<file path="src/common/cache_pkg.sv">
package cache_pkg;

    // ----------------------------------------
    // geometry
    // ----------------------------------------
    localparam int TAG_WIDTH  = 10;
    localparam int SET_WIDTH  = 4;
    localparam int DATA_WIDTH = 32;
    localparam int NUM_SETS   = 1 << SET_WIDTH;  // direct mapped, one line per set

    typedef logic [TAG_WIDTH-1:0]  tag_t;
    typedef logic [SET_WIDTH-1:0]  set_t;
    typedef logic [DATA_WIDTH-1:0] line_data_t;  // one word per line

    // ----------------------------------------
    // line storage
    // ----------------------------------------
    typedef struct packed {
        logic       valid;
        tag_t       tag;
        line_data_t data;
    } cache_line_t;

    // line plus home set, kept together while it sits in the victim buffer
    typedef struct packed {
        cache_line_t line;
        set_t        set;
    } victim_entry_t;

endpackage

</file>
<file path="src/common/mem_pkg.sv">
package mem_pkg;

    import cache_pkg::*;

    localparam int ADDR_WIDTH = TAG_WIDTH + SET_WIDTH;

    typedef logic [ADDR_WIDTH-1:0] addr_t;  // {tag, set}

    typedef enum logic {
        op_lookup,
        op_fill
    } cache_op_t;

    typedef enum logic [1:0] {
        src_miss,
        src_store,
        src_victim
    } resp_src_t;

    // ----------------------------------------
    // client and memory side records
    // ----------------------------------------
    typedef struct packed {
        logic       valid;
        cache_op_t  op;
        addr_t      addr;
        line_data_t data;  // fill only
    } cache_req_t;

    typedef struct packed {
        logic       valid;
        resp_src_t  src;
        addr_t      addr;
        line_data_t data;
    } cache_resp_t;

    typedef struct packed {
        logic       valid;
        addr_t      addr;
        line_data_t data;
    } wb_req_t;

    function automatic tag_t addr_tag(addr_t addr);
        return addr[ADDR_WIDTH-1:SET_WIDTH];
    endfunction

    function automatic set_t addr_set(addr_t addr);
        return addr[SET_WIDTH-1:0];
    endfunction

    function automatic addr_t make_addr(tag_t tag, set_t set);
        return {tag, set};
    endfunction

endpackage

</file>
<file path="src/design/cache_top.sv">
`timescale 1ns/1ps

module cache_top
    import cache_pkg::*;
    import mem_pkg::*;
#(
    parameter int VICTIM_DEPTH = 4
) (
    input  logic        clock,
    input  logic        reset,
    input  cache_req_t  req,
    output cache_resp_t resp,
    output wb_req_t     wb
);

    // store <-> victim buffer
    logic          probe_valid;
    tag_t          probe_tag;
    set_t          probe_set;
    logic          probe_hit;
    cache_line_t   probe_line;
    logic          push_valid;
    victim_entry_t push_entry;

    // to response unit
    logic          look_valid;
    resp_src_t     look_src;
    addr_t         look_addr;
    line_data_t    look_data;
    logic          fired_valid;
    victim_entry_t fired_entry;

    l1_tag_store i_tag_store (
        .clock       (clock),
        .reset       (reset),
        .req         (req),
        .probe_valid (probe_valid),
        .probe_tag   (probe_tag),
        .probe_set   (probe_set),
        .probe_hit   (probe_hit),
        .probe_line  (probe_line),
        .push_valid  (push_valid),
        .push_entry  (push_entry),
        .look_valid  (look_valid),
        .look_src    (look_src),
        .look_addr   (look_addr),
        .look_data   (look_data)
    );

    victim_buffer #(
        .VICTIM_DEPTH (VICTIM_DEPTH)
    ) i_victim_buffer (
        .clock       (clock),
        .reset       (reset),
        .push_valid  (push_valid),
        .push_entry  (push_entry),
        .probe_valid (probe_valid),
        .probe_tag   (probe_tag),
        .probe_set   (probe_set),
        .probe_hit   (probe_hit),
        .probe_line  (probe_line),
        .fired_valid (fired_valid),
        .fired_entry (fired_entry)
    );

    response_unit i_response_unit (
        .clock       (clock),
        .reset       (reset),
        .look_valid  (look_valid),
        .look_src    (look_src),
        .look_addr   (look_addr),
        .look_data   (look_data),
        .fired_valid (fired_valid),
        .fired_entry (fired_entry),
        .resp        (resp),
        .wb          (wb)
    );

endmodule

</file>
<file path="src/design/l1_tag_store.sv">
`timescale 1ns/1ps

module l1_tag_store
    import cache_pkg::*;
    import mem_pkg::*;
(
    input  logic          clock,
    input  logic          reset,
    input  cache_req_t    req,
    output logic          probe_valid,
    output tag_t          probe_tag,
    output set_t          probe_set,
    input  logic          probe_hit,
    input  cache_line_t   probe_line,
    output logic          push_valid,
    output victim_entry_t push_entry,
    output logic          look_valid,
    output resp_src_t     look_src,
    output addr_t         look_addr,
    output line_data_t    look_data
);

    cache_line_t lines [NUM_SETS];

    tag_t        req_tag;
    set_t        req_set;
    cache_line_t cur_line;
    logic        is_lookup;
    logic        is_fill;
    logic        store_hit;
    logic        swap_in;
    logic        write_en;
    cache_line_t write_line;

    // ----------------------------------------
    // request decode
    // ----------------------------------------
    assign req_tag   = addr_tag(req.addr);
    assign req_set   = addr_set(req.addr);
    assign cur_line  = lines[req_set];
    assign is_lookup = req.valid && (req.op == op_lookup);
    assign is_fill   = req.valid && (req.op == op_fill);
    assign store_hit = cur_line.valid && (cur_line.tag == req_tag);

    // ----------------------------------------
    // victim probe and eviction
    // ----------------------------------------
    assign probe_valid = is_lookup && !store_hit;  // only on a store miss
    assign probe_tag   = req_tag;
    assign probe_set   = req_set;
    assign swap_in     = probe_valid && probe_hit;

    // old line leaves on a fill or on a swap back from the buffer
    assign push_valid = (is_fill || swap_in) && cur_line.valid;
    assign push_entry = '{line: cur_line, set: req_set};

    assign write_en = is_fill || swap_in;

    always_comb begin
        if (is_fill) begin
            write_line = '{valid: 1'b1, tag: req_tag, data: req.data};
        end else begin
            write_line = probe_line;  // reclaimed from the buffer
        end
    end

    // ----------------------------------------
    // lookup result
    // ----------------------------------------
    assign look_valid = is_lookup;
    assign look_addr  = req.addr;

    always_comb begin
        if (store_hit) begin
            look_src  = src_store;
            look_data = cur_line.data;
        end else if (swap_in) begin
            look_src  = src_victim;
            look_data = probe_line.data;
        end else begin
            look_src  = src_miss;
            look_data = '0;
        end
    end

    // ----------------------------------------
    // line array
    // ----------------------------------------
    always_ff @(posedge clock) begin
        if (reset) begin
            for (int i = 0; i < NUM_SETS; i++) begin
                lines[i].valid <= 1'b0;
            end
        end else if (write_en) begin
            lines[req_set] <= write_line;
        end
    end

    // a line taken back from the buffer must be the one that was probed
    a_swap_line_matches: assert property (
        @(posedge clock) disable iff (reset)
        swap_in |-> (probe_line.valid && (probe_line.tag == probe_tag))
    ) else $error("reclaimed line does not match the probed tag");

endmodule

</file>
<file path="src/design/response_unit.sv">
`timescale 1ns/1ps

module response_unit
    import cache_pkg::*;
    import mem_pkg::*;
(
    input  logic          clock,
    input  logic          reset,
    input  logic          look_valid,
    input  resp_src_t     look_src,
    input  addr_t         look_addr,
    input  line_data_t    look_data,
    input  logic          fired_valid,
    input  victim_entry_t fired_entry,
    output cache_resp_t   resp,
    output wb_req_t       wb
);

    logic       resp_valid_q;
    resp_src_t  resp_src_q;
    addr_t      resp_addr_q;
    line_data_t resp_data_q;

    // ----------------------------------------
    // lookup response, one cycle after the request
    // ----------------------------------------
    always_ff @(posedge clock) begin
        if (reset) begin
            resp_valid_q <= 1'b0;
        end else begin
            resp_valid_q <= look_valid;
        end
    end

    always_ff @(posedge clock) begin
        resp_src_q  <= look_src;
        resp_addr_q <= look_addr;
        resp_data_q <= look_data;
    end

    assign resp = '{
        valid: resp_valid_q,
        src:   resp_src_q,
        addr:  resp_addr_q,
        data:  resp_data_q
    };

    // ----------------------------------------
    // writeback
    // ----------------------------------------
    // fired_* are already registers in the buffer
    assign wb = '{
        valid: fired_valid,
        addr:  make_addr(fired_entry.line.tag, fired_entry.set),  // home address
        data:  fired_entry.line.data
    };

endmodule

</file>
<file path="src/victim_buffer/match_cam.sv">
`timescale 1ns/1ps

module match_cam #(
    parameter int ENTRIES   = 4,
    parameter int KEY_WIDTH = 8
) (
    input  logic [KEY_WIDTH-1:0]              key,
    input  logic [ENTRIES-1:0][KEY_WIDTH-1:0] table_keys,
    output logic [ENTRIES-1:0]                hits
);

    // ----------------------------------------
    // one comparator per entry
    // ----------------------------------------
    // no valid qualification here, the caller masks with its busy bits
    genvar i;
    generate
        for (i = 0; i < ENTRIES; i++) begin : g_cmp
            assign hits[i] = (table_keys[i] == key);
        end
    endgenerate

endmodule

</file>
<file path="src/victim_buffer/victim_buffer.sv">
`timescale 1ns/1ps

module victim_buffer
    import cache_pkg::*;
#(
    parameter int VICTIM_DEPTH = 4
) (
    input  logic          clock,
    input  logic          reset,
    input  logic          push_valid,
    input  victim_entry_t push_entry,
    input  logic          probe_valid,
    input  tag_t          probe_tag,
    input  set_t          probe_set,
    output logic          probe_hit,
    output cache_line_t   probe_line,
    output logic          fired_valid,
    output victim_entry_t fired_entry
);

    localparam int IDX_WIDTH = (VICTIM_DEPTH > 1) ? $clog2(VICTIM_DEPTH) : 1;
    localparam int LAST      = VICTIM_DEPTH - 1;

    victim_entry_t [VICTIM_DEPTH-1:0] slots;
    victim_entry_t [VICTIM_DEPTH-1:0] kept;
    victim_entry_t [VICTIM_DEPTH-1:0] slots_next;

    tag_t [VICTIM_DEPTH-1:0] slot_tags;
    set_t [VICTIM_DEPTH-1:0] slot_sets;
    logic [VICTIM_DEPTH-1:0] busy;
    logic [VICTIM_DEPTH-1:0] tag_hits;
    logic [VICTIM_DEPTH-1:0] set_hits;
    logic [VICTIM_DEPTH-1:0] key_hits;
    logic [IDX_WIDTH-1:0]    hit_idx;
    logic                    fire_next;

    always_comb begin
        for (int i = 0; i < VICTIM_DEPTH; i++) begin
            slot_tags[i] = slots[i].line.tag;
            slot_sets[i] = slots[i].set;
            busy[i]      = slots[i].line.valid;
        end
    end

    // ----------------------------------------
    // probe, both keys must match
    // ----------------------------------------
    match_cam #(
        .ENTRIES   (VICTIM_DEPTH),
        .KEY_WIDTH ($bits(tag_t))
    ) i_tag_cam (
        .key        (probe_tag),
        .table_keys (slot_tags),
        .hits       (tag_hits)
    );

    match_cam #(
        .ENTRIES   (VICTIM_DEPTH),
        .KEY_WIDTH ($bits(set_t))
    ) i_set_cam (
        .key        (probe_set),
        .table_keys (slot_sets),
        .hits       (set_hits)
    );

    assign key_hits = tag_hits & set_hits & busy;

    // lowest slot wins, that is the youngest copy
    always_comb begin
        hit_idx = '0;
        for (int i = VICTIM_DEPTH - 1; i >= 0; i--) begin
            if (key_hits[i]) begin
                hit_idx = IDX_WIDTH'(i);
            end
        end
    end

    assign probe_hit  = probe_valid && (|key_hits);
    assign probe_line = slots[hit_idx].line;

    // ----------------------------------------
    // reclaim, shift and fire
    // ----------------------------------------
    always_comb begin
        kept = slots;
        if (probe_hit) begin
            kept[hit_idx].line.valid = 1'b0;  // reclaimed slot empties before the shift
        end
        for (int i = 1; i < VICTIM_DEPTH; i++) begin
            slots_next[i] = kept[i-1];
        end
        slots_next[0]            = push_entry;
        slots_next[0].line.valid = push_valid;
        fire_next                = kept[LAST].line.valid;
    end

    always_ff @(posedge clock) begin
        if (reset) begin
            for (int i = 0; i < VICTIM_DEPTH; i++) begin
                slots[i].line.valid <= 1'b0;
            end
            fired_valid <= 1'b0;
        end else begin
            slots       <= slots_next;
            fired_valid <= fire_next;
        end
    end

    always_ff @(posedge clock) begin
        fired_entry <= slots[LAST];
    end

    // a fired entry was in the last slot and was not taken back that cycle
    a_fire_from_last_slot: assert property (
        @(posedge clock) disable iff (reset)
        fired_valid |-> $past(busy[LAST] && !(probe_hit && (hit_idx == IDX_WIDTH'(LAST))))
    ) else $error("fired entry did not come from an unreclaimed last slot");

endmodule
</file>
<file path="config.mk">
export PLATFORM = sky130hd
export DESIGN_NAME = cache_top
export DESIGN_NICKNAME = d
export VERILOG_FILES = /design/src/common/cache_pkg.sv /design/src/common/mem_pkg.sv /design/src/design/cache_top.sv /design/src/design/l1_tag_store.sv /design/src/design/response_unit.sv /design/src/victim_buffer/match_cam.sv /design/src/victim_buffer/victim_buffer.sv
export SDC_FILE = /design/constraint.sdc
export NUM_CORES = 1
export LEC_CHECK = 0
export ABC_AREA = 1
export BUFFER_PORTS_ARGS = -buffer_cell sky130_fd_sc_hd__buf_2
export CORE_MARGIN = 4
export CORE_UTILIZATION = 29
export CTS_CLUSTER_SIZE = 28
export DETAILED_ROUTE_END_ITERATION = 6
export PLACE_DENSITY_LB_ADDON = 0.12
export SETUP_SLACK_MARGIN = 0.4
export SLEW_MARGIN = 30
export SYNTH_ARGS = -nofsm -noshare
export SYNTH_HDL_FRONTEND = slang
export SYNTH_HIERARCHICAL = 1
export SYNTH_SLANG_ARGS = --single-unit
export TNS_END_PERCENT = 50
</file>
<file path="constraint.sdc">
create_clock -name clock -period 11.9 [get_ports clock]
set_input_delay 1.19 -clock clock [delete_from_list [all_inputs] [get_ports clock]]
set_output_delay 1.19 -clock clock [all_outputs]
set_load 0.05 [all_outputs]
</file>
## After elaboration in Yosys (flattened, before gate mapping)

Memories as Yosys holds them, arrays and structs flattened.
Cells that the tools add are included.

- Register bits after elaboration: 284
- RAM bits: 688
- Input port bits: 50
- Output and inout port bits: 96
- Word-level logic and storage cells: 73
- Memories: 1

- Magnitude comparators: 2
- Eq/ne operators: 9
- Multiplexer cells: 22
- Bitwise logic cells: 3
- Reductions and logical operators: 12

Memory list:

| name | depth | width | rd ports | clocked after Yosys merged registers in | write ports | line | source |
|---|---|---|---|---|---|---|---|
| i_tag_store.lines | 16 | 43 | 1 | 0 | 16 | l1_tag_store.sv:23 | `cache_line_t lines [NUM_SETS];` |

Operator list:

| kind | number |
|---|---|
| bitwise mux 188 bit | 1 |
| 2-to-1 mux 188 bit | 1 |
| binary-select mux 47 bit (select 2 bit) | 1 |
| demux 47 bit (select 2 bit) | 1 |
| 2-to-1 mux 47 bit | 2 |
| 2-to-1 mux 43 bit | 2 |
| 2-to-1 mux 32 bit | 2 |
| == test 10 bit | 5 |
| OR reduction 43 bit | 1 |
| == test 4 bit | 4 |
| 2-to-1 mux 2 bit | 6 |
| bitwise AND 4 bit | 2 |
| logical AND 1 bit | 8 |
| 2-to-1 mux 1 bit | 5 |
| 2-to-1 mux 4 bit | 1 |
| OR reduction 4 bit | 1 |
| < comparator 2 x 3 -> 1 bit (second input constant) | 1 |
| greater-or-equal comparator 2 x 1 -> 1 bit (second input constant) | 1 |
| logical NOT 1 bit | 1 |
| logical OR 1 bit | 1 |
| NOT 1 bit | 1 |

## Longest topological paths before layout

- Word-level depth: 13
- Mapped depth: 25
- Mapped depth without buffers: 22

## Modules after synthesis

The synthesis kept the hierarchy.

By module, submodules not included:

| module | instances | cells each | area each (µm²) | seq. area each (µm²) |
|---|---|---|---|---|
| l1_tag_store | 1 | 2057 | 27320.0 | 20659.8 |
| victim_buffer | 1 | 517 | 8107.8 | 6566.3 |
| response_unit | 1 | 99 | 1351.3 | 980.9 |
| match_cam at i_victim_buffer.i_tag_cam | 1 | 163 | 684.4 | 0.0 |
| match_cam at i_victim_buffer.i_set_cam | 1 | 56 | 252.7 | 0.0 |

## Worst setup path after synthesis

Ideal clock, no wire load.

- Kind: in2reg
- Start point: in reset
- End point: reg i_victim_buffer.slots, in the netlist i_victim_buffer/slot_sets[0] (enable)
- Library setup time: 0.537 ns
- Arrival time: 4.779 ns
- Required time: 11.363 ns
- Setup slack: 6.584 ns
- Stages on the path: 1
- Path buffers: 0
- Cell sequence: inv_1

RTL lines:

| what | line | source |
|---|---|---|
| start, declared | cache_top.sv:10 | `input logic reset,` |
| end signal, assigned | victim_buffer.sv:104 | `slots <= slots_next;` |
| end, declared | victim_buffer.sv:24 | `victim_entry_t [VICTIM_DEPTH-1:0] slots;` |

No word-level cell between the ends.

==> results by group <==
Run status
  – Status: finished, final reports clean

Clock network
  – Buffer levels on the longest clock path: 3
  – Number of gates given a new drive strength after cts: 0
  – Num CTS Buffers: about 110
  – Source-to-sink clock delay at the later pin of the worst-skew pair: around 0.70 ns
  – Post-CTS setup buffers: 0
  – Clk sinks: 972
  – Number of H-tree branching levels: 3
  – Clock transition at the registers of the reported paths: around 0.060 ns
  – Post-CTS Hold Fix Bufs: 0
  – CTS tree: built
  – CTS root buf: sky130_fd_sc_hd__clkbuf_16

Detailed routing
  – Avg WL per Cell: approximately 24 um
  – Antenna-violating nets left: 0
  – Total length of routed wires: between 100 and 150 mm
  – Via count: approximately 23000
  – Initial drt markers: between 2000 and 2500
  – Detailed-routing iteration count for the pre-antenna-repair pass: 7
  – # DRC: 0
  – Per-cell via count in the routed design: just under 5

Setup path
  – Maximum fanout along the worst path: between 50 and 60
  – Crit path required time: about 12 ns
  – Cell repeated most along the worst path: sky130_fd_sc_hd__buf_4
  – Family with the most delay on the worst path: buffers and inverters
  – Biggest cell delay along the critical path: roughly 0.78 ns
  – CP Capture Type: flip-flop
  – Critical Path Start Type: input port
  – Crit path cell chain: buf_2, buf_4, inv_2, buf_4, nor2_4, buf_4, nand2_1, nand4_1, nand2_1, nand2_1, o21ai_0, nand2_1, nor2_1, nand3_2, clkinv_1, buf_4, nor3_1, inv_1, a21oi_1, nand3_2, nand2_2, nand3_1, inv_2, buf_4
  – Category of the most critical setup path: in -> reg
  – Arrival time of the worst setup path: between 7 and 8 ns
  – Cell type of the slowest stage on the worst timing path: sky130_fd_sc_hd__buf_4
  – Worst Path Buf+Inv: 10

Power
  – Worst voltage drop across the vdd grid: roughly 140 uV
  – Total Power: between 7000 and 8000 uW
  – Gate power share: 6.1%
  – Internal power component: 5910 uW
  – Pwr/cell area: between 150 and 200 nW/um2
  – Switching power of the nets: 1760 uW
  – Power share of the clock group: 43.3%
  – Leak pwr: 0.0156 uW
  – Sequential power share: 50.6%
  – Sw frac: a little under a quarter

Floorplan
  – Width of the die: ~370 um
  – Initial Util: 29.1%
  – Placement row count: 132
  – Overall die height: 369 um
  – Die area: roughly 140000 um2
  – Ports: around 150
  – Area of the core: between 100000 and 150000 um2

Logic synthesis
  – Number of nets produced by synthesis: a little under 3000
  – Netlist area before placement: around 38000 um2
  – Yosys warns: 6
  – Mean instance size in the synthesized netlist: ~13 um2
  – Instance count of the mapped netlist: 2890

GRT
  – Via count of the first global-routing pass: about 23000
  – Remaining global-route overflow: 0
  – Initial antenna violation count: 6
  – Overall global routing resource usage: about 16%
  – Maximum number of pins on one net before global-route repair: 106
  – First-pass GRT wire length: 163 mm

Timing
  – Unrepaired setup endpoints after global routing: no
  – Max transition margin: ~33%
  – Hold Fails Final Rpt: 0
  – Total setup violations reported at the end of the flow: 0
  – Number of pins exceeding their max-slew limit in the final report: 0
  – Worst Tran Pin Value: between 1 and 1.5 ns
  – Minimum clock period: 6.80 ns
  – Max frequency: about 0.15 GHz
  – Final critical-path share of the clock period: around 57%
  – Final sum of negative setup slack: 0 ns
  – Skew final: around 0.032 ns

Final layout
  – Finished Cell Area: 43300 um2
  – Share of cells above drive strength 1: about 13%
  – Area growth syn-to-layout: 14.8%
  – # nets final: between 3000 and 4000
  – Non-filler instance count after layout: around 4800

Place
  – Cells after DPL: between 4000 and 5000
  – Post-DP HPWL: about 67 mm
  – Buffers added on ports: between 100 and 150
  – Placement-stage cell area: between 30000 and 40000 um2
  – Final weighted congestion in routability-driven placement: between 0.8 and 0.9

Hold path
  – Type of the tightest min-delay check: reg -> reg

Flow run
  – Max_cap viols: 0
## routing by layer
| layer | track usage, % | part of all wire [%] |
|---|---|---|
| met2 | 25.0 | 45 |
| met3 | 2.21 | 5.5 |
| met5 | 0 | 0 |
| met1 | 24.0 | 48 |
| met4 | 4.06 | 1.7 |
## final cells by class
class                           count  area (um2)
Tap cell                         1742        2180
Multi-Input combinational cell   1572        7800
Sequential cell                   972       28200
Timing Repair Buffer              198        1130
Clock inverter                     53         576
Antenna cell                        2        5.00
Inverter                          110         423
Clock buffer                      147        2950
Fill cell                       12700       86100
## worst reg2reg max path, cell delays in order (launching register included)
cell                       delay (ns)
sky130_fd_sc_hd__edfxtp_1        0.38
sky130_fd_sc_hd__nand2_1         0.08
sky130_fd_sc_hd__nand2_1         0.07
sky130_fd_sc_hd__nand2_1         0.06
sky130_fd_sc_hd__nand2_1         0.06
sky130_fd_sc_hd__nand2_1         0.06
sky130_fd_sc_hd__nand2_1         0.06
sky130_fd_sc_hd__nor2_1          0.50
sky130_fd_sc_hd__nand2_1         0.10
sky130_fd_sc_hd__nand2_1         0.08
sky130_fd_sc_hd__inv_1           0.04
sky130_fd_sc_hd__nand2_1         0.05
sky130_fd_sc_hd__nor2_1          0.08
sky130_fd_sc_hd__nand3_2         0.10
sky130_fd_sc_hd__clkinv_1        0.06
sky130_fd_sc_hd__buf_4           0.25
sky130_fd_sc_hd__nor3_1          0.42
sky130_fd_sc_hd__inv_1           0.11
sky130_fd_sc_hd__a21oi_1         0.16
sky130_fd_sc_hd__nand3_2         0.15
sky130_fd_sc_hd__nand2_2         0.33
sky130_fd_sc_hd__nand3_1         0.21
sky130_fd_sc_hd__inv_2           0.46
sky130_fd_sc_hd__buf_4           0.53
## final timing paths
path | slack [ns] | start | cells after the start | to
max | 5.10 | req[32] | 24 | i_tag_store/lines[15][18]
min | 0.38 | i_victim_buffer/slots[147] | 0 | i_victim_buffer/fired_entry[6]
max reg2reg | 7.11 | i_tag_store/lines[11][38] | 23 | i_tag_store/lines[15][18]
min reg2reg | 0.38 | i_victim_buffer/slots[147] | 0 | i_victim_buffer/fired_entry[6]
## through the flow
| step | utilization (%) | setup WS, ns | hold WS [ns] |
|---|---|---|---|
| after detailed placement | 30.7 | 4.29 | 0.362 |
| after floorplan | - | 6.58 | 0.349 |
| after global placement | 30.7 | 4.30 | 0.366 |
| after global routing | 33.4 | 4.67 | 0.393 |
| after CTS | 33.4 | 5.04 | 0.385 |
| final | 33.4 | 5.10 | 0.381 |
## state kept, by name, indices dropped and copies added, names as in the netlist
signal,cells
i_response_unit/resp_src_q,2
i_tag_store/lines,688
i_response_unit/resp_data_q,32
i_response_unit/resp_valid_q,1
i_victim_buffer/fired_entry,46
i_victim_buffer/busy,4
i_response_unit/resp_addr_q,14
i_victim_buffer/fired_valid,1
i_victim_buffer/slot_sets,16
i_victim_buffer/slot_tags,40
i_victim_buffer/slots,128
## power groups by stage
stage	Clock, uW	Sequential [uW]	Combinational [uW]
6_report	3320	3880	466
5_1_grt	3570	3880	508
4_1_cts	3420	3880	471
3_5_place_dp	0	3950	469
3_3_place_gp	0	3950	464
2_1_floorplan	0	3950	279
## placed cells by master (no fill, tap or decap), types with 11 or more instances in the layout
cell                        count
sky130_fd_sc_hd__nand2_1      747
sky130_fd_sc_hd__clkbuf_16    109
sky130_fd_sc_hd__bufinv_16     11
sky130_fd_sc_hd__buf_2        145
sky130_fd_sc_hd__buf_4         50
sky130_fd_sc_hd__dfxtp_1      100
sky130_fd_sc_hd__inv_2         32
sky130_fd_sc_hd__clkinv_1      18
sky130_fd_sc_hd__xor2_1        12
sky130_fd_sc_hd__clkbuf_1      28
sky130_fd_sc_hd__inv_1         73
sky130_fd_sc_hd__nand4_1       90
sky130_fd_sc_hd__or4_1         32
sky130_fd_sc_hd__clkinv_2      17
sky130_fd_sc_hd__a21oi_1      134
sky130_fd_sc_hd__edfxtp_1     872
sky130_fd_sc_hd__o21ai_0       13
sky130_fd_sc_hd__nand3_1      169
sky130_fd_sc_hd__a22oi_1      256
sky130_fd_sc_hd__nor2_1        86
Power figures use the tool's default switching activity.
